===== config.mk =====
export PLATFORM = sky130hd
export DESIGN_NAME = sensorI2cTop
export DESIGN_NICKNAME = d
export VERILOG_FILES = /design/src/hdl/sensorI2cPkg.sv /design/src/hdl/i2cCmdPort.sv /design/src/hdl/sensorI2cMaster.sv /design/src/hdl/sensorI2cTop.sv
export SDC_FILE = /design/constraint.sdc
export NUM_CORES = 1
export LEC_CHECK = 0
export ABC_AREA = 1
export BUFFER_PORTS_ARGS = -buffer_cell sky130_fd_sc_hd__buf_2
export CAP_MARGIN = 5
export CELL_PAD_IN_SITES_DETAIL_PLACEMENT = 1
export CELL_PAD_IN_SITES_GLOBAL_PLACEMENT = 1
export CORE_UTILIZATION = 47
export CTS_CLUSTER_DIAMETER = 120
export DETAILED_ROUTE_END_ITERATION = 8
export PLACE_DENSITY = 0.87
export SLEW_MARGIN = 5
export SYNTH_ARGS = -nofsm -noshare
export SYNTH_HDL_FRONTEND = slang
export SYNTH_SLANG_ARGS = --single-unit

===== constraint.sdc =====
create_clock -name clk -period 11.55 [get_ports clk]
set_clock_uncertainty 0.15 [all_clocks]
set_input_delay 0.5775 -clock clk [delete_from_list [all_inputs] [get_ports clk]]
set_output_delay 0.5775 -clock clk [all_outputs]
set_load 0.01 [all_outputs]

===== src/hdl/sensorI2cPkg.sv =====
`default_nettype none

package sensorI2cPkg;

    // ====================
    // Bus field widths
    // ====================
    typedef logic [6:0]  slaveAddrT;
    typedef logic [15:0] regAddrT;
    // Low byte only in a one-byte access
    typedef logic [15:0] regDataT;

    // ====================
    // Master sequencer
    // ====================
    typedef enum logic [4:0] {
        StIdle, StStart, StAddrW,
        StShiftHi, StShiftHold, StShiftFall, StShiftNext,
        StAckHi, StAckSample, StAckFall,
        StRegHi, StRegLo, StDataHi, StDataLo,
        StRestartRel, StRestartHi, StRestartSda, StRestartLow, StAddrR,
        StReadRel, StReadHi, StReadSample, StReadFall,
        StMackDrive, StMackHi, StMackHold, StMackFall,
        StStopLow, StStopHi, StStopRel, StDone
    } masterStateT;

endpackage

`default_nettype wire


===== src/hdl/i2cCmdPort.sv =====
`timescale 1ns/1ps
`default_nettype none

module i2cCmdPort
    import sensorI2cPkg::*;
(
    input  wire            clk,
    input  wire            rstN,
    // Client side, four-phase
    input  wire            req,
    output logic           ack,
    input  wire slaveAddrT slaveAddr,
    input  wire            write,
    input  wire regAddrT   regAddr,
    input  wire            twoBytes,
    input  wire regDataT   writeData,
    output regDataT        readData,
    output logic           err,
    // Master side
    output slaveAddrT      cmdSlaveAddr,
    output logic           cmdWrite,
    output regAddrT        cmdRegAddr,
    output logic           cmdTwoBytes,
    output regDataT        cmdWriteData,
    output logic           start,
    input  wire            busy,
    input  wire            done,
    input  wire regDataT   masterReadData,
    input  wire            nack
);

    typedef enum logic [1:0] {PortWait, PortBusy, PortAck} portStateT;

    portStateT state;
    logic      accept;

    // New command only once the previous cycle fully closed
    assign accept = (state == PortWait) && req && !busy;

    always_ff @(posedge clk) begin
        if (!rstN) begin
            state <= PortWait;
            start <= 1'b0;
            ack   <= 1'b0;
        end else begin
            start <= 1'b0;
            case (state)
                PortWait: begin
                    if (accept) begin
                        start <= 1'b1;
                        state <= PortBusy;
                    end
                end
                PortBusy: begin
                    if (done) begin
                        ack   <= 1'b1;
                        state <= PortAck;
                    end
                end
                PortAck: begin
                    // Hold ack until the client lets go of req
                    if (!req) begin
                        ack   <= 1'b0;
                        state <= PortWait;
                    end
                end
                default: state <= PortWait;
            endcase
        end
    end

    // Command fields and status
    always_ff @(posedge clk) begin
        if (accept) begin
            cmdSlaveAddr <= slaveAddr;
            cmdWrite     <= write;
            cmdRegAddr   <= regAddr;
            cmdTwoBytes  <= twoBytes;
            cmdWriteData <= writeData;
        end
        if (state == PortBusy && done) begin
            readData <= masterReadData;
            err      <= nack;
        end
    end

endmodule

`default_nettype wire


===== src/hdl/sensorI2cMaster.sv =====
`timescale 1ns/1ps
`default_nettype none

module sensorI2cMaster
    import sensorI2cPkg::*;
#(
    parameter int ClkFreq,
    parameter int I2cFreq
) (
    input  wire            clk,
    input  wire            rstN,
    input  wire            start,
    input  wire slaveAddrT slaveAddr,
    input  wire            write,
    input  wire regAddrT   regAddr,
    input  wire            twoBytes,
    input  wire regDataT   writeData,
    output logic           busy,
    output logic           done,
    output regDataT        readData,
    output logic           nack,
    // Open-drain style bus
    output logic           sclOut,
    output logic           sdaLow,
    input  wire            sdaIn
);

    // Quarter of an SCL period, rounded up so the bus is never too fast
    localparam int QuarterCycles = (ClkFreq + 4 * I2cFreq - 1) / (4 * I2cFreq);
    localparam int DelayWidth = (QuarterCycles > 1) ? $clog2(QuarterCycles) : 1;
    localparam logic [DelayWidth-1:0] QuarterLoad = DelayWidth'(QuarterCycles - 1);

    masterStateT state;
    masterStateT nextState;
    logic [DelayWidth-1:0] delay;
    // Low bit is the sentinel, MSB is on the bus
    logic [8:0]  shiftOut;
    // Sentinel walks up to bit 16 (or 8 between bytes)
    logic [16:0] shiftIn;
    logic        mackLow;
    logic        sdaMeta;
    logic        sdaSync;

    assign sdaLow   = ~shiftOut[8];
    assign readData = shiftIn[15:0];

    // ====================
    // SDA input sync
    // ====================
    always_ff @(posedge clk) begin
        sdaMeta <= sdaIn;
        sdaSync <= sdaMeta;
    end

    // ====================
    // Sequencer
    // ====================
    always_ff @(posedge clk) begin
        if (!rstN) begin
            state     <= StIdle;
            nextState <= StIdle;
            delay     <= '0;
            sclOut    <= 1'b1;
            shiftOut  <= '1;
            shiftIn   <= '0;
            mackLow   <= 1'b0;
            busy      <= 1'b0;
            done      <= 1'b0;
            nack      <= 1'b0;
        end else begin
            done <= 1'b0;
            if (delay != '0) begin
                delay <= delay - 1'b1;
            end else begin
                // Every bus step waits one quarter unless told otherwise
                delay <= QuarterLoad;
                case (state)
                    StIdle: begin
                        if (start) begin
                            // Start condition, SDA falls while SCL high
                            shiftOut <= '0;
                            shiftIn  <= '0;
                            busy     <= 1'b1;
                            nack     <= 1'b0;
                            state    <= StStart;
                        end else begin
                            delay <= '0;
                        end
                    end
                    StStart: begin
                        sclOut <= 1'b0;
                        state  <= StAddrW;
                    end
                    // Always write direction first, even for a read
                    StAddrW: begin
                        shiftOut  <= {slaveAddr, 1'b0, 1'b1};
                        nextState <= StRegHi;
                        state     <= StShiftHi;
                    end

                    // Byte shift-out, shared by all transmitted bytes
                    StShiftHi: begin
                        sclOut <= 1'b1;
                        state  <= StShiftHold;
                    end
                    StShiftHold: state <= StShiftFall;
                    StShiftFall: begin
                        sclOut <= 1'b0;
                        state  <= StShiftNext;
                    end
                    StShiftNext: begin
                        if (shiftOut[7:0] != 8'h80) begin
                            shiftOut <= shiftOut << 1;
                            state    <= StShiftHi;
                        end else begin
                            // Release SDA for the slave ACK
                            shiftOut <= '1;
                            state    <= StAckHi;
                        end
                    end
                    StAckHi: begin
                        sclOut <= 1'b1;
                        state  <= StAckSample;
                    end
                    StAckSample: begin
                        if (sdaSync) begin
                            nack <= 1'b1;
                        end
                        state <= StAckFall;
                    end
                    StAckFall: begin
                        sclOut <= 1'b0;
                        if (nack) begin
                            shiftIn <= '0;
                            state   <= StStopLow;
                        end else begin
                            state <= nextState;
                        end
                    end

                    // Register address, then write data
                    StRegHi: begin
                        shiftOut  <= {regAddr[15:8], 1'b1};
                        nextState <= StRegLo;
                        state     <= StShiftHi;
                    end
                    StRegLo: begin
                        shiftOut <= {regAddr[7:0], 1'b1};
                        state    <= StShiftHi;
                        if (!write) begin
                            nextState <= StRestartRel;
                        end else if (twoBytes) begin
                            nextState <= StDataHi;
                        end else begin
                            nextState <= StDataLo;
                        end
                    end
                    StDataHi: begin
                        shiftOut  <= {writeData[15:8], 1'b1};
                        nextState <= StDataLo;
                        state     <= StShiftHi;
                    end
                    StDataLo: begin
                        shiftOut  <= {writeData[7:0], 1'b1};
                        nextState <= StStopLow;
                        state     <= StShiftHi;
                    end

                    // ====================
                    // Repeated start and read
                    // ====================
                    StRestartRel: begin
                        shiftOut <= '1;
                        state    <= StRestartHi;
                    end
                    StRestartHi: begin
                        sclOut <= 1'b1;
                        state  <= StRestartSda;
                    end
                    StRestartSda: begin
                        shiftOut <= '0;
                        state    <= StRestartLow;
                    end
                    StRestartLow: begin
                        sclOut <= 1'b0;
                        state  <= StAddrR;
                    end
                    StAddrR: begin
                        shiftOut  <= {slaveAddr, 1'b1, 1'b1};
                        shiftIn   <= twoBytes ? 17'h00001 : 17'h00100;
                        nextState <= StReadRel;
                        state     <= StShiftHi;
                    end
                    StReadRel: begin
                        shiftOut <= '1;
                        state    <= StReadHi;
                    end
                    StReadHi: begin
                        sclOut <= 1'b1;
                        state  <= StReadSample;
                    end
                    StReadSample: begin
                        shiftIn <= {shiftIn[15:0], sdaSync};
                        state   <= StReadFall;
                    end
                    StReadFall: begin
                        sclOut <= 1'b0;
                        if (shiftIn[16:8] == 9'h001) begin
                            // First of two bytes, master ACKs
                            mackLow   <= 1'b1;
                            nextState <= StReadRel;
                            state     <= StMackDrive;
                        end else if (shiftIn[16]) begin
                            mackLow   <= 1'b0;
                            nextState <= StStopLow;
                            state     <= StMackDrive;
                        end else begin
                            state <= StReadRel;
                        end
                    end
                    StMackDrive: begin
                        shiftOut <= mackLow ? 9'h000 : 9'h1ff;
                        state    <= StMackHi;
                    end
                    StMackHi: begin
                        sclOut <= 1'b1;
                        state  <= StMackHold;
                    end
                    StMackHold: state <= StMackFall;
                    StMackFall: begin
                        sclOut <= 1'b0;
                        state  <= nextState;
                    end

                    // Stop, SDA rises while SCL high
                    StStopLow: begin
                        shiftOut <= '0;
                        state    <= StStopHi;
                    end
                    StStopHi: begin
                        sclOut <= 1'b1;
                        state  <= StStopRel;
                    end
                    StStopRel: begin
                        shiftOut <= '1;
                        state    <= StDone;
                    end
                    // Bus is idle again by now
                    StDone: begin
                        delay <= '0;
                        busy  <= 1'b0;
                        done  <= 1'b1;
                        state <= StIdle;
                    end
                    default: state <= StIdle;
                endcase
            end
        end
    end

endmodule

`default_nettype wire


===== src/hdl/sensorI2cTop.sv =====
`timescale 1ns/1ps
`default_nettype none

module sensorI2cTop
    import sensorI2cPkg::*;
#(
    parameter int ClkFreq = 24_000_000,
    parameter int I2cFreq = 400_000
) (
    input  wire            clk,
    input  wire            rstN,
    input  wire            req,
    output logic           ack,
    input  wire slaveAddrT slaveAddr,
    input  wire            write,
    input  wire regAddrT   regAddr,
    input  wire            twoBytes,
    input  wire regDataT   writeData,
    output regDataT        readData,
    output logic           err,
    output logic           sclOut,
    output logic           sdaLow,
    input  wire            sdaIn
);

    // ====================
    // Port to master
    // ====================
    slaveAddrT cmdSlaveAddr;
    regAddrT   cmdRegAddr;
    regDataT   cmdWriteData;
    regDataT   masterReadData;
    logic      cmdWrite;
    logic      cmdTwoBytes;
    logic      start;
    logic      busy;
    logic      done;
    logic      nack;

    i2cCmdPort i2cCmdPort_i (
        .clk           (clk),
        .rstN          (rstN),
        .req           (req),
        .ack           (ack),
        .slaveAddr     (slaveAddr),
        .write         (write),
        .regAddr       (regAddr),
        .twoBytes      (twoBytes),
        .writeData     (writeData),
        .readData      (readData),
        .err           (err),
        .cmdSlaveAddr  (cmdSlaveAddr),
        .cmdWrite      (cmdWrite),
        .cmdRegAddr    (cmdRegAddr),
        .cmdTwoBytes   (cmdTwoBytes),
        .cmdWriteData  (cmdWriteData),
        .start         (start),
        .busy          (busy),
        .done          (done),
        .masterReadData(masterReadData),
        .nack          (nack)
    );

    sensorI2cMaster #(
        .ClkFreq(ClkFreq),
        .I2cFreq(I2cFreq)
    ) sensorI2cMaster_i (
        .clk      (clk),
        .rstN     (rstN),
        .start    (start),
        .slaveAddr(cmdSlaveAddr),
        .write    (cmdWrite),
        .regAddr  (cmdRegAddr),
        .twoBytes (cmdTwoBytes),
        .writeData(cmdWriteData),
        .busy     (busy),
        .done     (done),
        .readData (masterReadData),
        .nack     (nack),
        .sclOut   (sclOut),
        .sdaLow   (sdaLow),
        .sdaIn    (sdaIn)
    );

endmodule

`default_nettype wire


## Word level (Yosys, flattened, before mapping)

Index checks and enable logic that the tools add are counted.

- Input port bits: 45
- Word-level logic and storage cells: 138
- Output and inout bits: 20
- Flip-flop bits (word level): 109

- Add/sub/neg operators: 1
- Bitwise operators: 3
- Equal/unequal tests: 41
- Reductions and logical operators: 32
- Muxes and demuxes: 39

Operator list:

| cell | number |
|---|---|
| 5-bit case mux with 25 select lines | 1 |
| 9-bit case mux with 11 select lines | 1 |
| 5-bit equality test (second input constant) | 15 |
| 17-bit case mux with 4 select lines | 1 |
| 5-bit by 4-bit equality test with 1-bit output (second input constant) | 8 |
| 9-bit two-way mux | 4 |
| 5-bit case mux with 7 select lines | 1 |
| 17-bit two-way mux | 2 |
| 5-bit two-way mux | 6 |
| 5-bit by 3-bit equality test with 1-bit output (second input constant) | 4 |
| 3-bit AND reduction | 6 |
| 6-bit OR reduction | 3 |
| 11-bit nonzero test | 1 |
| 5-bit by 2-bit equality test with 1-bit output (second input constant) | 2 |
| 1-bit two-way mux | 10 |
| 2-bit nonzero test | 5 |
| 9-bit by 1-bit equality test with 1-bit output (second input constant) | 1 |
| 4-bit two-way mux | 2 |
| 2-bit by 1-bit inequality test with 1-bit output (second input constant) | 4 |
| 8-bit inequality test (second input constant) | 1 |
| 1-bit case mux with 2 select lines | 4 |
| 4-bit case mux with 2 select lines | 1 |
| 4-bit AND reduction | 2 |
| 4-bit nonzero test | 2 |
| other kinds (18) | 29 |

## Depth between registers and ports, before layout

Gate-level depths: netlist of run 1.

- Depth after elaboration: 5
- Gate-level depth with buffers: 12
- Gate-level depth less buffers: 11

## Hierarchy

A second synthesis of run 1 with hierarchy kept.

- Cells, all modules: 624
- Area, all modules: 5029.8 µm²

Modules (own cells, without submodules):

| module | area each (µm²) | seq. area each (µm²) | times used | cells each |
|---|---|---|---|---|
| sensorI2cMaster | 3129.3 | 940.9 | 1 | 544 |
| i2cCmdPort | 1900.6 | 1821.7 | 1 | 80 |

## Worst setup path before layout of run 1

Ideal clock, no wire load.

- Path kind: input port to flip-flop
- From: input req
- To: register i2cCmdPort_i.state[0]
- Library setup time: 74 ps
- Required time: 11326 ps
- Path buffers: 0
- Path slack: 7433 ps
- Stages on the path: 4
- Arrival time: 3893 ps
- Path through: nand2_1 -> nor3_1 -> inv_1 -> a21oi_1

- Longest elaborated chain between the ends: 4
- Elaborated cells between the ends (all ways): 5
- Those cells by class: eq/ne (2); reduce/logical (3)

Ends and longest elaborated chain:

| item | line | source |
|---|---|---|
| start: declaration | sensorI2cTop.sv:12 | `input wire req,` |
| 1-bit logical AND (2 in series) | i2cCmdPort.sv:38 | `assign accept = (state == PortWait) && req && !busy;` |
| net i2cCmdPort_i.accept | i2cCmdPort.sv:35 | `logic accept;` |
| 2-bit by 1-bit inequality test with 1-bit output (no line) | -- |  |
| 3-bit AND reduction (no line) | -- |  |
| end signal: assignment | i2cCmdPort.sv:42 | `state <= PortWait;` |
| end signal: assignment | i2cCmdPort.sv:51 | `state <= PortBusy;` |
| end signal: assignment | i2cCmdPort.sv:57 | `state <= PortAck;` |
| end: declaration | i2cCmdPort.sv:34 | `portStateT state;` |

The timed path passes the listed nets, and every way through them passes these cells.
A chain may end at the register's enable or synchronous reset.

## Final worst setup path of run 1

- From: register sensorI2cMaster_i.state[4]
- To: register sensorI2cMaster_i.shiftIn[15]

- Longest elaborated chain between the ends: 3
- Elaborated cells between the ends (all ways): 9
- Those cells by class: eq/ne (5); mux (1); reduce/logical (3)

Ends and longest elaborated chain:

| item | line | source |
|---|---|---|
| start: declaration | sensorI2cMaster.sv:33 | `masterStateT state;` |
| start signal: assignment | sensorI2cMaster.sv:60 | `state <= StIdle;` |
| start signal: assignment | sensorI2cMaster.sv:85 | `state <= StStart;` |
| start signal: assignment | sensorI2cMaster.sv:92 | `state <= StAddrW;` |
| 5-bit by 4-bit equality test with 1-bit output, or another cell as far along | sensorI2cMaster.sv:77 | `case (state)` |
| 2-bit by 1-bit inequality test with 1-bit output (no line), or another cell as far along | -- |  |
| 4-bit AND reduction (no line) | -- |  |
| end signal: assignment | sensorI2cMaster.sv:190 | `shiftIn <= twoBytes ? 17'h00001 : 17'h00100;` |
| end signal: assignment | sensorI2cMaster.sv:203 | `shiftIn <= {shiftIn[15:0], sdaSync};` |
| end: declaration | sensorI2cMaster.sv:39 | `logic [16:0] shiftIn;` |

Several ways; a longest one is shown, not always the timed one.

==> results of run 1 <==
## cells in the mapped netlist, types with 2 or more instances
library cell / number / area (sq um)
sky130_fd_sc_hd__buf_6: 7 / 78.8
sky130_fd_sc_hd__edfxtp_1: 58 / 1740
sky130_fd_sc_hd__nand2_1: 163 / 612
sky130_fd_sc_hd__nor2_8: 2 / 40.0
sky130_fd_sc_hd__nor3_1: 8 / 40.0
sky130_fd_sc_hd__nand3_1: 33 / 165
sky130_fd_sc_hd__nor2_1: 85 / 319
sky130_fd_sc_hd__nand2_4: 9 / 101
sky130_fd_sc_hd__inv_1: 49 / 184
sky130_fd_sc_hd__o21ai_1: 5 / 25.0
sky130_fd_sc_hd__nand3_4: 3 / 52.6
sky130_fd_sc_hd__clkbuf_1: 2 / 7.51
sky130_fd_sc_hd__o21ai_0: 13 / 65.1
sky130_fd_sc_hd__nand3_2: 2 / 20.0
sky130_fd_sc_hd__a21oi_1: 23 / 115
sky130_fd_sc_hd__nor2_2: 15 / 93.8
sky130_fd_sc_hd__inv_4: 2 / 12.5
sky130_fd_sc_hd__o211ai_1: 3 / 22.5
sky130_fd_sc_hd__inv_2: 10 / 37.5
sky130_fd_sc_hd__nand2_2: 19 / 119
sky130_fd_sc_hd__nor2_4: 7 / 78.8
sky130_fd_sc_hd__buf_4: 2 / 15.0
sky130_fd_sc_hd__dfxtp_1: 51 / 1020
sky130_fd_sc_hd__o21ai_2: 12 / 105
## kinds of logic after synthesis
family,count (synthesis),share of synthesized area
flip-flops,109,0.527
XOR/XNOR,1,0.00167
buffers and inverters,76,0.0681
adder cells (fa/ha/maj),1,0.00239
AND/OR/NAND/NOR,354,0.328
AO/OA/AOI/OAI,61,0.0726
## worst register-to-register path, stage by stage, from the launching register on
cell,delay [ns]
sky130_fd_sc_hd__dfxtp_1,0.99
sky130_fd_sc_hd__inv_2,0.37
sky130_fd_sc_hd__nand2_4,0.21
sky130_fd_sc_hd__nor2_4,0.06
sky130_fd_sc_hd__nor2_8,0.17
sky130_fd_sc_hd__nand3_4,0.43
sky130_fd_sc_hd__o21ai_2,0.33
sky130_fd_sc_hd__nor2_2,0.05
## metal layers
metal  up-vias  wire, microns
li1       2055              -
met1      2031           5930
met2        86           6890
met3        16            446
met4         0            204
met5         -              0
## power by group
part / total [uW] / switching [uW] / internal [uW]
clock: 235 / 146 / 88.6
combinational: 220 / 146 / 73.5
sequential: 503 / 32.1 / 471
## layout make-up
type,instances,area share
sequential,109,0.474
multi-input combinational,417,0.365
timing repair buffer,66,0.0575
inverter,62,0.0408
tap,140,0.0300
clock buffer,10,0.0236
clock inverter,6,0.00987
## sequential cells by signal, summed over array words and instances (netlist names), 4 cells and up
name and flops:
sensorI2cMaster_i.delay 4, i2cCmdPort_i.cmdRegAddr 16, sensorI2cMaster_i.nextState 5, sensorI2cMaster_i.shiftOut 9, i2cCmdPort_i.cmdWriteData 16, sensorI2cMaster_i.state 5, i2cCmdPort_i.cmdSlaveAddr 7, i2cCmdPort_i.readData 16
sensorI2cMaster_i.shiftIn 17
## stage by stage
stage / utilization / hold slack [ns] / instance area [sq um] / total power [uW]
3_3_place_gp: 0.520 / 0.166 / 5640 / 711
4_1_cts: 0.538 / 0.126 / 5830 / 962
2_1_floorplan: - / 0.160 / 5240 / 675
6_report: 0.538 / 0.135 / 5830 / 957
5_1_grt: 0.538 / 0.116 / 5830 / 1000
3_5_place_dp: 0.520 / 0.168 / 5640 / 732
## final timing paths
| check | end | slack, ns | cells after the start | startpoint |
|---|---|---|---|---|
| max reg2reg | sensorI2cMaster_i.shiftIn[15] | 8.66 | 7 | sensorI2cMaster_i.state[4] |
| min reg2reg | sensorI2cMaster_i.sdaSync | 0.20 | 0 | sensorI2cMaster_i.sdaMeta |
| max | sensorI2cMaster_i.shiftIn[15] | 8.66 | 7 | sensorI2cMaster_i.state[4] |
| min | sensorI2cMaster_i.sdaMeta | 0.14 | 1 | sdaIn |
==> impl_metrics.prom, run 1 <==
# TYPE chip_impl_metric gauge
chip_impl_metric{name="grt_first_pass_wirelength",unit="microns"} 21400
chip_impl_metric{name="grt_usage",unit=""} 0.246
chip_impl_metric{name="worst_slew_margin_rel",unit=""} 0.339
chip_impl_metric{name="detail_route.iter0.violations",unit=""} 179
chip_impl_metric{name="dp_slack",unit="ns"} 8.67
chip_impl_metric{name="syn-instance-count",unit=""} 602
chip_impl_metric{name="postCtsSetupBuffers",unit=""} 0
chip_impl_metric{name="chip_width",unit="microns"} 108
chip_impl_metric{name="ctsHoldBuffers",unit=""} 0
chip_impl_metric{name="yosys_warnings",unit=""} 0
chip_impl_info{name="final_common_cell",value="sky130_fd_sc_hd__nand2_1"} 1
chip_impl_metric{name="fmax",unit="MHz"} 346
chip_impl_metric{name="tightestPinTransition",unit="ns"} 0.990
chip_impl_info{name="worst_setup_path_end_kind",value="flip-flop"} 1
chip_impl_metric{name="dp_hpwl",unit="microns"} 9990
chip_impl_metric{name="std_cell_rows",unit=""} 38
chip_impl_metric{name="worst_path_largest_cell_delay",unit="ns"} 0.99
chip_impl_metric{name="die-area",unit="sq um"} 11600
chip_impl_metric{name="synth_cell_types",unit=""} 43
chip_impl_metric{name="grt_antenna_before_repair",unit=""} 0
chip_impl_metric{name="worstSkewPairLatency",unit="ns"} 0.39
chip_impl_info{name="worst_setup_path_start_kind",value="flip-flop"} 1
chip_impl_info{name="unrepaired_setup_endpoints_after_global_routing",value="false"} 1
chip_impl_metric{name="grt_max_degree",unit=""} 43
chip_impl_metric{name="design.final.nets",unit=""} 711
chip_impl_metric{name="initial_utilization",unit=""} 0.483
chip_impl_metric{name="detail_route.wl_per_cell",unit="microns"} 16.6
chip_impl_info{name="tritoncts",value="done"} 1
chip_impl_metric{name="insertedDiodeCount",unit=""} 0
chip_impl_metric{name="hold_viol_final",unit=""} 0
chip_impl_info{name="critical-path-top-delay-family",value="flip-flops"} 1
chip_impl_metric{name="clock_tree.buffer_depth",unit=""} 2
chip_impl_metric{name="wirelength",unit="microns"} 13500
chip_impl_metric{name="top_level_ports",unit=""} 65
chip_impl_metric{name="finalWorstPathRequiredPeriod",unit="ns"} 2.89
chip_impl_metric{name="detailroute.via_count",unit=""} 4188
chip_impl_metric{name="synth_edf_count",unit=""} 58
chip_impl_metric{name="crit_fanout",unit=""} 34
chip_impl_metric{name="postLayoutSetupSlackWorst",unit="ns"} 8.66
chip_impl_info{name="buffer_type_at_the_clock_tree_root",value="sky130_fd_sc_hd__clkbuf_8"} 1
chip_impl_metric{name="power_density",unit="nW/um^2"} 164
chip_impl_metric{name="critPathBufInv",unit=""} 1
chip_impl_metric{name="min_period_over_period",unit=""} 0.250
chip_impl_metric{name="grt-ovfl-total",unit=""} 0
chip_impl_metric{name="die_y",unit="microns"} 108
chip_impl_info{name="worst-setup-path-type",value="reg -> reg"} 1
chip_impl_info{name="critical-path-slowest-cell",value="sky130_fd_sc_hd__dfxtp_1"} 1
chip_impl_metric{name="synthesis.area_per_instance",unit="sq um"} 8.70
chip_impl_metric{name="area.sequential",unit="sq um"} 2760
chip_impl_metric{name="drc_markers",unit=""} 0
chip_impl_metric{name="final-max-slew-violation-count",unit=""} 0
chip_impl_metric{name="postCtsResizedCells",unit=""} 0
chip_impl_metric{name="multi_input_comb_area",unit="sq um"} 2130
chip_impl_metric{name="design.core.area",unit="sq um"} 10800
chip_impl_info{name="final_cell_mix",value="sky130_fd_sc_hd__nand2_1 (163), sky130_fd_sc_hd__nor2_1 (85), sky130_fd_sc_hd__buf_2 (64)"} 1
chip_impl_metric{name="worst_ep_required_time",unit="ns"} 11.66
chip_impl_info{name="grt-busiest-layer",value="met2"} 1
chip_impl_metric{name="antenna_left",unit=""} 0
chip_impl_metric{name="portBuffers",unit=""} 64
chip_impl_metric{name="flow.area_growth_from_synthesis",unit="%"} 11.3
chip_impl_metric{name="setup_viol",unit=""} 0
chip_impl_metric{name="totalNegativeSetupSlack",unit="ns"} 0
chip_impl_info{name="timing.critical_path.cells",value="inv_2 > nand2_4 > nor2_4 > nor2_8 > nand3_4 > o21ai_2 > nor2_2"} 1
chip_impl_metric{name="htree_num_levels",unit=""} 3
chip_impl_metric{name="clock_sink_count",unit=""} 109
chip_impl_metric{name="synth.yosys.seq_area_share",unit=""} 0.527
chip_impl_metric{name="drive_above_1_share",unit=""} 0.249
chip_impl_info{name="holdCritPathClass",value="in -> reg"} 1
chip_impl_metric{name="syn-num-nets",unit=""} 648
chip_impl_metric{name="n_fill_cell",unit=""} 1323
chip_impl_metric{name="max-vdd-ir-drop",unit="mV"} 0.0740
chip_impl_metric{name="timing.max_cap.violations",unit=""} 0
chip_impl_metric{name="cp.arrival",unit="ns"} 3.00
chip_impl_metric{name="synth.cell_area",unit="sq um"} 5240
chip_impl_metric{name="post-place-cells",unit=""} 794
chip_impl_info{name="status",value="completed"} 1
chip_impl_metric{name="fin_cells",unit=""} 810
chip_impl_info{name="synth_flop_cell",value="sky130_fd_sc_hd__edfxtp_1"} 1
chip_impl_metric{name="reg_clk_slew_reported_paths",unit="ns"} 0.11
chip_impl_metric{name="drt_pre_antenna_iters",unit=""} 4
chip_impl_metric{name="gr-usage-met1",unit=""} 0.298
chip_impl_metric{name="number_of_synthesized_register_bits",unit=""} 109
chip_impl_metric{name="synthArstFlopShare",unit=""} 0
chip_impl_metric{name="drt-vias-per-instance",unit=""} 5.17
chip_impl_metric{name="use_met2",unit=""} 0.442
chip_impl_metric{name="cts_inserted_buffers",unit=""} 9
chip_impl_metric{name="gr-usage-met3",unit=""} 0.0466
chip_impl_metric{name="place.gp.congestion",unit=""} 0.901
chip_impl_metric{name="via_count_of_the_first_global_routing_pass",unit=""} 4330
chip_impl_metric{name="power.static_leakage",unit="uW"} 0.00264
Power figures use the tool's default switching activity.
==> inputs of run 2 (changes only) <==
ABC_AREA = 0   (was 1)
CORE_UTILIZATION = 41   (was 47)
PLACE_DENSITY = 0.78   (was 0.87)
clock period = 2.55 ns   (was 11.55 ns; I/O delays follow)
==> run 2 against run 1 <==
The flow now finishes with violations (design-rule violations); synthesized cell count is 25% lower; register-to-register slack worse by 8.6 ns; sequential share of layout area is 3.0 points lower; total power grew to 6.0 times the previous value; area after synthesis is 5.9% lower; non-clock buffer count is 70 higher; die area is 7.7% higher; hold slack worse by 0.11 ns; final area is 6.8% higher; fmax is 17% higher; routed wire length is 3.8% higher; clock power grew to 6.6 times the previous value; critical path type unchanged; critical endpoint is now sensorI2cMaster_i.shiftOut[2].
==> impl_metrics.prom, run 2 <==
# TYPE chip_impl_metric gauge
chip_impl_info{name="status",value="finished, violations left"} 1
chip_impl_info{name="failed_checks",value="design-rule violations"} 1
chip_impl_info{name="yosys.area.top_type",value="sky130_fd_sc_hd__edfxtp_1"} 1
chip_impl_metric{name="synth_cell_types",unit=""} 73
chip_impl_metric{name="setup_viol",unit=""} 0
chip_impl_metric{name="design.core.area",unit="sq um"} 11600
chip_impl_metric{name="crit_fanout",unit=""} 10
chip_impl_info{name="worst_setup_path_start_kind",value="flip-flop"} 1
chip_impl_metric{name="fin_worst_hold_slack",unit="ns"} 0.0211
chip_impl_metric{name="wirelength",unit="microns"} 14000
chip_impl_metric{name="dp_hpwl",unit="microns"} 8890
chip_impl_metric{name="power.static_leakage",unit="uW"} 0.00223
chip_impl_metric{name="drive_above_1_share",unit=""} 0.258
chip_impl_info{name="timing.critical_path.cells",value="buf_4 > or3b_1 > nor2_4 > a22o_1 > a2111oi_0 > o21ai_1"} 1
chip_impl_metric{name="worst_path_largest_cell_delay",unit="ns"} 0.68
chip_impl_metric{name="drt_pre_antenna_iters",unit=""} 6
chip_impl_metric{name="flop_to_flop_setup_slack",unit="ns"} 0.08
chip_impl_metric{name="max_reg_flops",unit=""} 17
chip_impl_info{name="worst_r2r_startpoint",value="sensorI2cMaster_i.state[2]"} 1
chip_impl_metric{name="synth.cell_area",unit="sq um"} 4930
chip_impl_metric{name="top_level_ports",unit=""} 65
chip_impl_metric{name="final-max-slew-violation-count",unit=""} 0
chip_impl_metric{name="syn-num-nets",unit=""} 495
chip_impl_metric{name="chip_width",unit="microns"} 112
chip_impl_metric{name="drc_markers",unit=""} 3
chip_impl_metric{name="detail_route.iter0.violations",unit=""} 178
chip_impl_metric{name="number_of_synthesized_register_bits",unit=""} 109
chip_impl_metric{name="hold_viol_final",unit=""} 0
chip_impl_info{name="critical_path.endpoint",value="sensorI2cMaster_i.shiftOut[2]"} 1
chip_impl_metric{name="grt_first_pass_wirelength",unit="microns"} 23100
chip_impl_metric{name="detailroute.via_count",unit=""} 4090
chip_impl_info{name="crit_start",value="sensorI2cMaster_i.state[2]"} 1
chip_impl_info{name="r2r-end",value="sensorI2cMaster_i.shiftOut[2]"} 1
chip_impl_metric{name="htree_num_levels",unit=""} 3
chip_impl_info{name="synth.area.top_cells",value="sky130_fd_sc_hd__edfxtp_1 (35%), sky130_fd_sc_hd__dfxtp_1 (21%), sky130_fd_sc_hd__a21oi_1 (4.3%)"} 1
chip_impl_metric{name="syn-instance-count",unit=""} 449
chip_impl_metric{name="timing.max_cap.violations",unit=""} 0
chip_impl_metric{name="cp.arrival",unit="ns"} 2.55
chip_impl_metric{name="insertedDiodeCount",unit=""} 0
chip_impl_metric{name="tightestPinTransition",unit="ns"} 0.742
chip_impl_info{name="critical-path-top-delay-family",value="compound AO/OA/AOI/OAI gates"} 1
chip_impl_metric{name="critPathBufInv",unit=""} 1
chip_impl_metric{name="via_count_of_the_first_global_routing_pass",unit=""} 4320
chip_impl_metric{name="postCtsSetupBuffers",unit=""} 0
chip_impl_metric{name="p_total",unit="uW"} 5720
chip_impl_metric{name="flow.area_growth_from_synthesis",unit="%"} 26.3
chip_impl_metric{name="synthArstFlopShare",unit=""} 0
chip_impl_metric{name="grt_usage",unit=""} 0.240
chip_impl_metric{name="design.final.nets",unit=""} 611
chip_impl_metric{name="drt-vias-per-instance",unit=""} 5.74
chip_impl_metric{name="grt-ovfl-total",unit=""} 0
chip_impl_metric{name="power_density",unit="nW/um^2"} 918
chip_impl_info{name="final_cell_mix",value="sky130_fd_sc_hd__buf_2 (64), sky130_fd_sc_hd__edfxtp_1 (58), sky130_fd_sc_hd__dfxtp_1 (48)"} 1
chip_impl_metric{name="synth_largest_type_area_fraction",unit=""} 0.353
chip_impl_metric{name="max-vdd-ir-drop",unit="mV"} 0.535
chip_impl_metric{name="synthesis.area_per_instance",unit="sq um"} 11.0
chip_impl_metric{name="finalWorstPathRequiredPeriod",unit="ns"} 2.47
chip_impl_metric{name="antenna_left",unit=""} 0
chip_impl_metric{name="clock_sink_count",unit=""} 109
chip_impl_info{name="synth_flop_cell",value="sky130_fd_sc_hd__edfxtp_1"} 1
chip_impl_info{name="commonest_cells_post_synth",value="sky130_fd_sc_hd__edfxtp_1 (58), sky130_fd_sc_hd__dfxtp_1 (51), sky130_fd_sc_hd__a21oi_1 (42)"} 1
chip_impl_info{name="worst_setup_path_end_kind",value="flip-flop"} 1
chip_impl_metric{name="place.gp.congestion",unit=""} 0.853
chip_impl_info{name="max_flop_register",value="sensorI2cMaster_i.shiftIn"} 1
chip_impl_metric{name="portBuffers",unit=""} 64
chip_impl_info{name="critical-path-slowest-cell",value="sky130_fd_sc_hd__a2111oi_0"} 1
chip_impl_metric{name="grt_antenna_before_repair",unit=""} 0
chip_impl_metric{name="initial_utilization",unit=""} 0.426
chip_impl_info{name="unrepaired_setup_endpoints_after_global_routing",value="false"} 1
chip_impl_metric{name="synth_edf_count",unit=""} 58
chip_impl_metric{name="synth.yosys.seq_area_share",unit=""} 0.560
chip_impl_metric{name="worstSkewPairLatency",unit="ns"} 0.37
chip_impl_metric{name="totalNegativeSetupSlack",unit="ns"} 0
chip_impl_metric{name="cts_inserted_buffers",unit=""} 9
chip_impl_metric{name="std_cell_rows",unit=""} 39
chip_impl_metric{name="reg_clk_slew_reported_paths",unit="ns"} 0.07
chip_impl_metric{name="grt_max_degree",unit=""} 44
chip_impl_metric{name="die-area",unit="sq um"} 12500
chip_impl_info{name="synth_most_common_cell",value="sky130_fd_sc_hd__edfxtp_1"} 1
chip_impl_metric{name="reg2reg_depth",unit=""} 6
chip_impl_metric{name="worst_slew_margin_rel",unit=""} 0.493
chip_impl_info{name="holdCritPathClass",value="in -> reg"} 1
chip_impl_info{name="final_common_cell",value="sky130_fd_sc_hd__buf_2"} 1
chip_impl_info{name="buffer_type_at_the_clock_tree_root",value="sky130_fd_sc_hd__clkbuf_16"} 1
chip_impl_info{name="tritoncts",value="done"} 1
chip_impl_metric{name="detail_route.wl_per_cell",unit="microns"} 19.6
chip_impl_metric{name="min_period_over_period",unit=""} 0.968
chip_impl_metric{name="die_y",unit="microns"} 112
chip_impl_metric{name="worst_ep_required_time",unit="ns"} 2.63
chip_impl_metric{name="path_depth",unit=""} 6
chip_impl_info{name="worst-setup-path-type",value="reg -> reg"} 1
chip_impl_metric{name="yosys_warnings",unit=""} 0
chip_impl_metric{name="fmax",unit="MHz"} 405
chip_impl_metric{name="clock_tree.buffer_depth",unit=""} 2
[run 2: cell types whose count changed in the layout (fill, tap and decap cells not counted), moves of 25 or more]
| cell | previous run | this run |
|---|---|---|
| sky130_fd_sc_hd__nand2_1 | 163 | 39 |
| sky130_fd_sc_hd__nor2_1 | 85 | 25 |
| sky130_fd_sc_hd__dlygate4sd3_1 | 0 | 43 |
| sky130_fd_sc_hd__inv_1 | 49 | 10 |
| sky130_fd_sc_hd__buf_4 | 2 | 29 |
| sky130_fd_sc_hd__nand3_1 | 33 | 8 |
[run 2: repair_timing]
| action | in CTS | in global routing |
|---|---|---|
| endpoints found under the hold margin | 43 | 0 |
| hold buffers | 43 | 0 |
| resized for setup | 0 | 3 |
| setup endpoints to repair | 0 | 3 |
[run 2: cell families (layout without fill, tap and decap cells)]
family          Yosys count  count (layout)  share of synthesized area
simple gates            147             147                      0.175
mux                       9               9                     0.0183
fa+ha+maj                 1               1                    0.00254
flops                   109             109                      0.560
buf+inv                  41             162                     0.0480
xor+xnor                  1               1                    0.00178
compound gates          141             141                      0.195
[run 2: final cells by class]
| class | instances | area (sq um) |
|---|---|---|
| well taps | 143 | 179 |
| fillers | 1248 | 5340 |
| repair buffers | 136 | 968 |
| inverters | 10 | 37.5 |
| flip-flops and latches | 109 | 2770 |
| clock buffers | 13 | 303 |
| clock inverters | 3 | 28.8 |
| multi-input cells | 299 | 1950 |
[run 2: worst min-delay path by stage]
stage | start | end | cells after the start
after floorplan | sdaIn | sensorI2cMaster_i.sdaMeta | 0
after global placement | sdaIn | sensorI2cMaster_i.sdaMeta | 1
after detailed placement | sdaIn | sensorI2cMaster_i.sdaMeta | 1
after CTS | rstN | sensorI2cMaster_i.nextState[3] | 3
after global routing | rstN | sensorI2cMaster_i.state[3] | 3
final | rstN | sensorI2cMaster_i.state[3] | 3
[run 2: worst reg2reg max path: cells and delay by family, from the launching register on]
kind / cells / cell delay (ns)
AND/OR/NAND/NOR: 2 / 0.40
AO/OA/AOI/OAI: 3 / 1.09
buffers and inverters: 1 / 0.24
flip-flops: 1 / 0.47
[run 2: report_power, final]
part	internal [uW]	leakage, uW	switching [uW]
sequential	2120	0.000965	250
clock	848	0.000165	687
combinational	712	0.00110	1100
total	3680	0.00223	2040
[run 2: metal layers]
layer  routed length, microns  track usage
met1                     5810        0.294
met5                        0            0
met4                      452        0.108
met3                      751       0.0561
met2                     6960        0.403
[run 2: metrics by stage]
step                      instance area (sq um)  instances  setup slack, ns   util
after floorplan                            4950        449            0.142      -
after global placement                     5460        654            0.116  0.472
after detailed placement                   5460        654            0.101  0.472
after CTS                                  6230        713           0.0664  0.538
after global routing                       6230        713           0.0256  0.539
final                                      6230        713           0.0825  0.539
==> inputs of run 3 (changes only) <==
PLACE_DENSITY = unset   (was 0.78)
PLACE_DENSITY_LB_ADDON = 0.1   (was unset)
==> run 3 against run 2 <==
The run still ends with design-rule violations left; sequential share of layout area fell by 0.26 points; utilization rose by 0.24 points; non-clock buffer count increased by 9; global-route usage is 1.3 points lower; combinational power rose by 5%; final cell count up 1.3%.
==> impl_metrics.prom, run 3 (same netlist as run 2, synthesis figures left out) <==
# TYPE chip_impl_metric gauge
chip_impl_info{name="worst_setup_path_start_kind",value="flip-flop"} 1
chip_impl_metric{name="fin_worst_hold_slack",unit="ns"} 0.0212
chip_impl_metric{name="totalNegativeSetupSlack",unit="ns"} 0
chip_impl_info{name="worst_r2r_startpoint",value="sensorI2cMaster_i.state[3]"} 1
chip_impl_metric{name="switching_power",unit="uW"} 1950
chip_impl_metric{name="max_reg_flops",unit=""} 17
chip_impl_metric{name="detailroute.via_count",unit=""} 3968
chip_impl_metric{name="final-max-slew-violation-count",unit=""} 0
chip_impl_metric{name="tightestPinTransition",unit="ns"} 0.620
chip_impl_metric{name="clock_sink_count",unit=""} 109
chip_impl_info{name="critical-path-slowest-cell",value="sky130_fd_sc_hd__dfxtp_1"} 1
chip_impl_metric{name="cts_inserted_buffers",unit=""} 9
chip_impl_metric{name="power.sequential.fraction",unit=""} 0.416
chip_impl_metric{name="chip_width",unit="microns"} 112
chip_impl_metric{name="final_area",unit="sq um"} 6260
chip_impl_metric{name="use_met2",unit=""} 0.416
chip_impl_metric{name="reg_clk_slew_reported_paths",unit="ns"} 0.07
chip_impl_metric{name="drc_markers",unit=""} 2
chip_impl_metric{name="hold_viol_final",unit=""} 0
chip_impl_metric{name="p_total",unit="uW"} 5640
chip_impl_metric{name="drive_above_1_share",unit=""} 0.259
chip_impl_info{name="unrepaired_setup_endpoints_after_global_routing",value="false"} 1
chip_impl_metric{name="die_y",unit="microns"} 112
chip_impl_metric{name="grt_usage",unit=""} 0.227
chip_impl_info{name="buffer_type_at_the_clock_tree_root",value="sky130_fd_sc_hd__clkbuf_16"} 1
chip_impl_info{name="worst-setup-path-type",value="reg -> reg"} 1
chip_impl_metric{name="worst_ep_required_time",unit="ns"} 2.63
chip_impl_metric{name="grt_first_pass_wirelength",unit="microns"} 21800
chip_impl_metric{name="portBuffers",unit=""} 64
chip_impl_info{name="r2r-end",value="sensorI2cMaster_i.shiftOut[2]"} 1
chip_impl_metric{name="design.core.area",unit="sq um"} 11600
chip_impl_metric{name="timing.max_cap.violations",unit=""} 0
chip_impl_metric{name="flow.area_growth_from_synthesis",unit="%"} 26.9
chip_impl_metric{name="grt_max_degree",unit=""} 44
chip_impl_metric{name="antenna_left",unit=""} 0
chip_impl_metric{name="setup_viol",unit=""} 0
chip_impl_metric{name="fmax",unit="MHz"} 436
chip_impl_metric{name="detail_route.wl_per_cell",unit="microns"} 18.5
chip_impl_metric{name="place.gp.congestion",unit=""} 0.862
chip_impl_info{name="worst_setup_path_end_kind",value="flip-flop"} 1
chip_impl_metric{name="max-vdd-ir-drop",unit="mV"} 0.723
chip_impl_metric{name="gr-usage-met1",unit=""} 0.262
chip_impl_metric{name="power.static_leakage",unit="uW"} 0.00224
chip_impl_metric{name="power_density",unit="nW/um^2"} 901
chip_impl_info{name="tritoncts",value="done"} 1
chip_impl_info{name="grt-busiest-layer",value="met2"} 1
chip_impl_metric{name="drt_pre_antenna_iters",unit=""} 6
chip_impl_metric{name="via_count_of_the_first_global_routing_pass",unit=""} 4172
chip_impl_metric{name="min_period_over_period",unit=""} 0.898
chip_impl_info{name="status",value="finished, violations left"} 1
chip_impl_info{name="max_flop_register",value="sensorI2cMaster_i.shiftIn"} 1
chip_impl_info{name="final_common_cell",value="sky130_fd_sc_hd__buf_2"} 1
chip_impl_metric{name="worst_slew_margin_rel",unit=""} 0.586
chip_impl_metric{name="top_level_ports",unit=""} 65
chip_impl_metric{name="grt_antenna_before_repair",unit=""} 0
chip_impl_metric{name="drt-vias-per-instance",unit=""} 5.50
chip_impl_info{name="critical_path.endpoint",value="sensorI2cMaster_i.shiftOut[2]"} 1
chip_impl_info{name="failed_checks",value="design-rule violations"} 1
chip_impl_metric{name="insertedDiodeCount",unit=""} 0
chip_impl_info{name="final_cell_mix",value="sky130_fd_sc_hd__buf_2 (64), sky130_fd_sc_hd__edfxtp_1 (58), sky130_fd_sc_hd__dfxtp_1 (51)"} 1
chip_impl_metric{name="clock_power_share",unit=""} 0.247
chip_impl_metric{name="dp_hpwl",unit="microns"} 8950
chip_impl_metric{name="cp.arrival",unit="ns"} 2.37
chip_impl_metric{name="crit_fanout",unit=""} 20
chip_impl_info{name="crit_start",value="sensorI2cMaster_i.state[3]"} 1
chip_impl_metric{name="worstSkewPairLatency",unit="ns"} 0.35
chip_impl_metric{name="postCtsResizedCells",unit=""} 0
chip_impl_metric{name="die-area",unit="sq um"} 12500
chip_impl_metric{name="flop_to_flop_setup_slack",unit="ns"} 0.26
chip_impl_metric{name="std_cell_rows",unit=""} 39
chip_impl_metric{name="switching_share",unit=""} 0.346
chip_impl_metric{name="worst_path_largest_cell_delay",unit="ns"} 0.71
chip_impl_info{name="timing.critical_path.cells",value="nand2b_1 > nor3_2 > buf_4 > o2bb2ai_1 > a2111oi_0 > o21ai_1"} 1
chip_impl_metric{name="gr-usage-met3",unit=""} 0.0452
chip_impl_metric{name="finalWorstPathRequiredPeriod",unit="ns"} 2.29
chip_impl_info{name="holdCritPathClass",value="in -> reg"} 1
chip_impl_metric{name="reg2reg_depth",unit=""} 6
chip_impl_metric{name="initial_utilization",unit=""} 0.426
chip_impl_metric{name="wirelength",unit="microns"} 13400
chip_impl_metric{name="design.final.nets",unit=""} 620
chip_impl_metric{name="detail_route.iter0.violations",unit=""} 173
chip_impl_metric{name="clock_tree.buffer_depth",unit=""} 2
chip_impl_metric{name="placed_area",unit="sq um"} 5530
chip_impl_metric{name="min_path_cells",unit=""} 3
chip_impl_metric{name="share_comb_of_total_power",unit=""} 0.337
chip_impl_metric{name="grt-ovfl-total",unit=""} 0
chip_impl_metric{name="htree_num_levels",unit=""} 3
chip_impl_metric{name="cellInternalPower",unit="uW"} 3680
==> run 3: cell count changes in the layout (fill, tap and decap cells not counted), moves of 2 or more <==
cell,previous run,this run
sky130_fd_sc_hd__buf_4,29,38
sky130_fd_sc_hd__clkbuf_1,0,3
sky130_fd_sc_hd__clkbuf_16,11,9
sky130_fd_sc_hd__clkinvlp_4,0,2
sky130_fd_sc_hd__dfxtp_1,48,51
sky130_fd_sc_hd__dfxtp_2,3,0
==> run 3: cell type report <==
cell class / count / area (sq um)
Fill cell: 1215 / 5310
Sequential cell: 109 / 2760
Multi-Input combinational cell: 299 / 1950
Timing Repair Buffer: 145 / 1040
Clock buffer: 13 / 250
Tap cell: 143 / 179
Clock inverter: 3 / 45.0
Inverter: 10 / 37.5
==> run 3: stage by stage <==
stage / utilization / std cells / setup slack [ns]
floorplan: - / 449 / 0.142
global placement: 0.478 / 663 / 0.369
detailed placement: 0.478 / 663 / 0.328
CTS: 0.541 / 722 / 0.312
global route: 0.541 / 722 / 0.173
finish: 0.541 / 722 / 0.259
==> run 3: what timing repair did <==
item | in CTS | in global routing
endpoints found under the setup margin | 0 | 0
setup buffers | 0 | 0
endpoints found under the hold margin | 43 | 0
hold buffers | 43 | 0
==> run 3: worst min-delay path by stage <==
| stage | from | end | slack [ns] |
|---|---|---|---|
| after floorplan | sdaIn | sensorI2cMaster_i.sdaMeta | 0.005 |
| after CTS | rstN | sensorI2cMaster_i.nextState[1] | 0.008 |
| after global placement | sdaIn | sensorI2cMaster_i.sdaMeta | 0.08 |
| after detailed placement | sdaIn | sensorI2cMaster_i.sdaMeta | 0.09 |
| final | rstN | sensorI2cMaster_i.nextState[1] | 0.02 |
| after global routing | rstN | sensorI2cMaster_i.nextState[3] | 0.04 |
==> run 3: power groups by stage <==
stage          Sequential (uW)  Combinational (uW)  Clock [uW]
3_5_place_dp              2380                1840           0
6_report                  2340                1900        1390
5_1_grt                   2370                2070        1500
3_3_place_gp              2370                1800           0
4_1_cts                   2340                1900        1430
2_1_floorplan             2270                1420           0
==> run 3: critical path: cells and delay by family (launching register included) <==
family                 cells  cell delay [ns]
AOI/OAI and AO/OA          3             0.64
buffers and inverters      1             0.18
DFF                        1             0.71
and+or+nand+nor            2             0.47
==> run 3: layer usage <==
layer / part of all wire / up-vias
met5: 0 / -
met4: 0.012 / 0
met3: 0.030 / 9
met2: 0.52 / 71
met1: 0.43 / 1952
li1: - / 1936
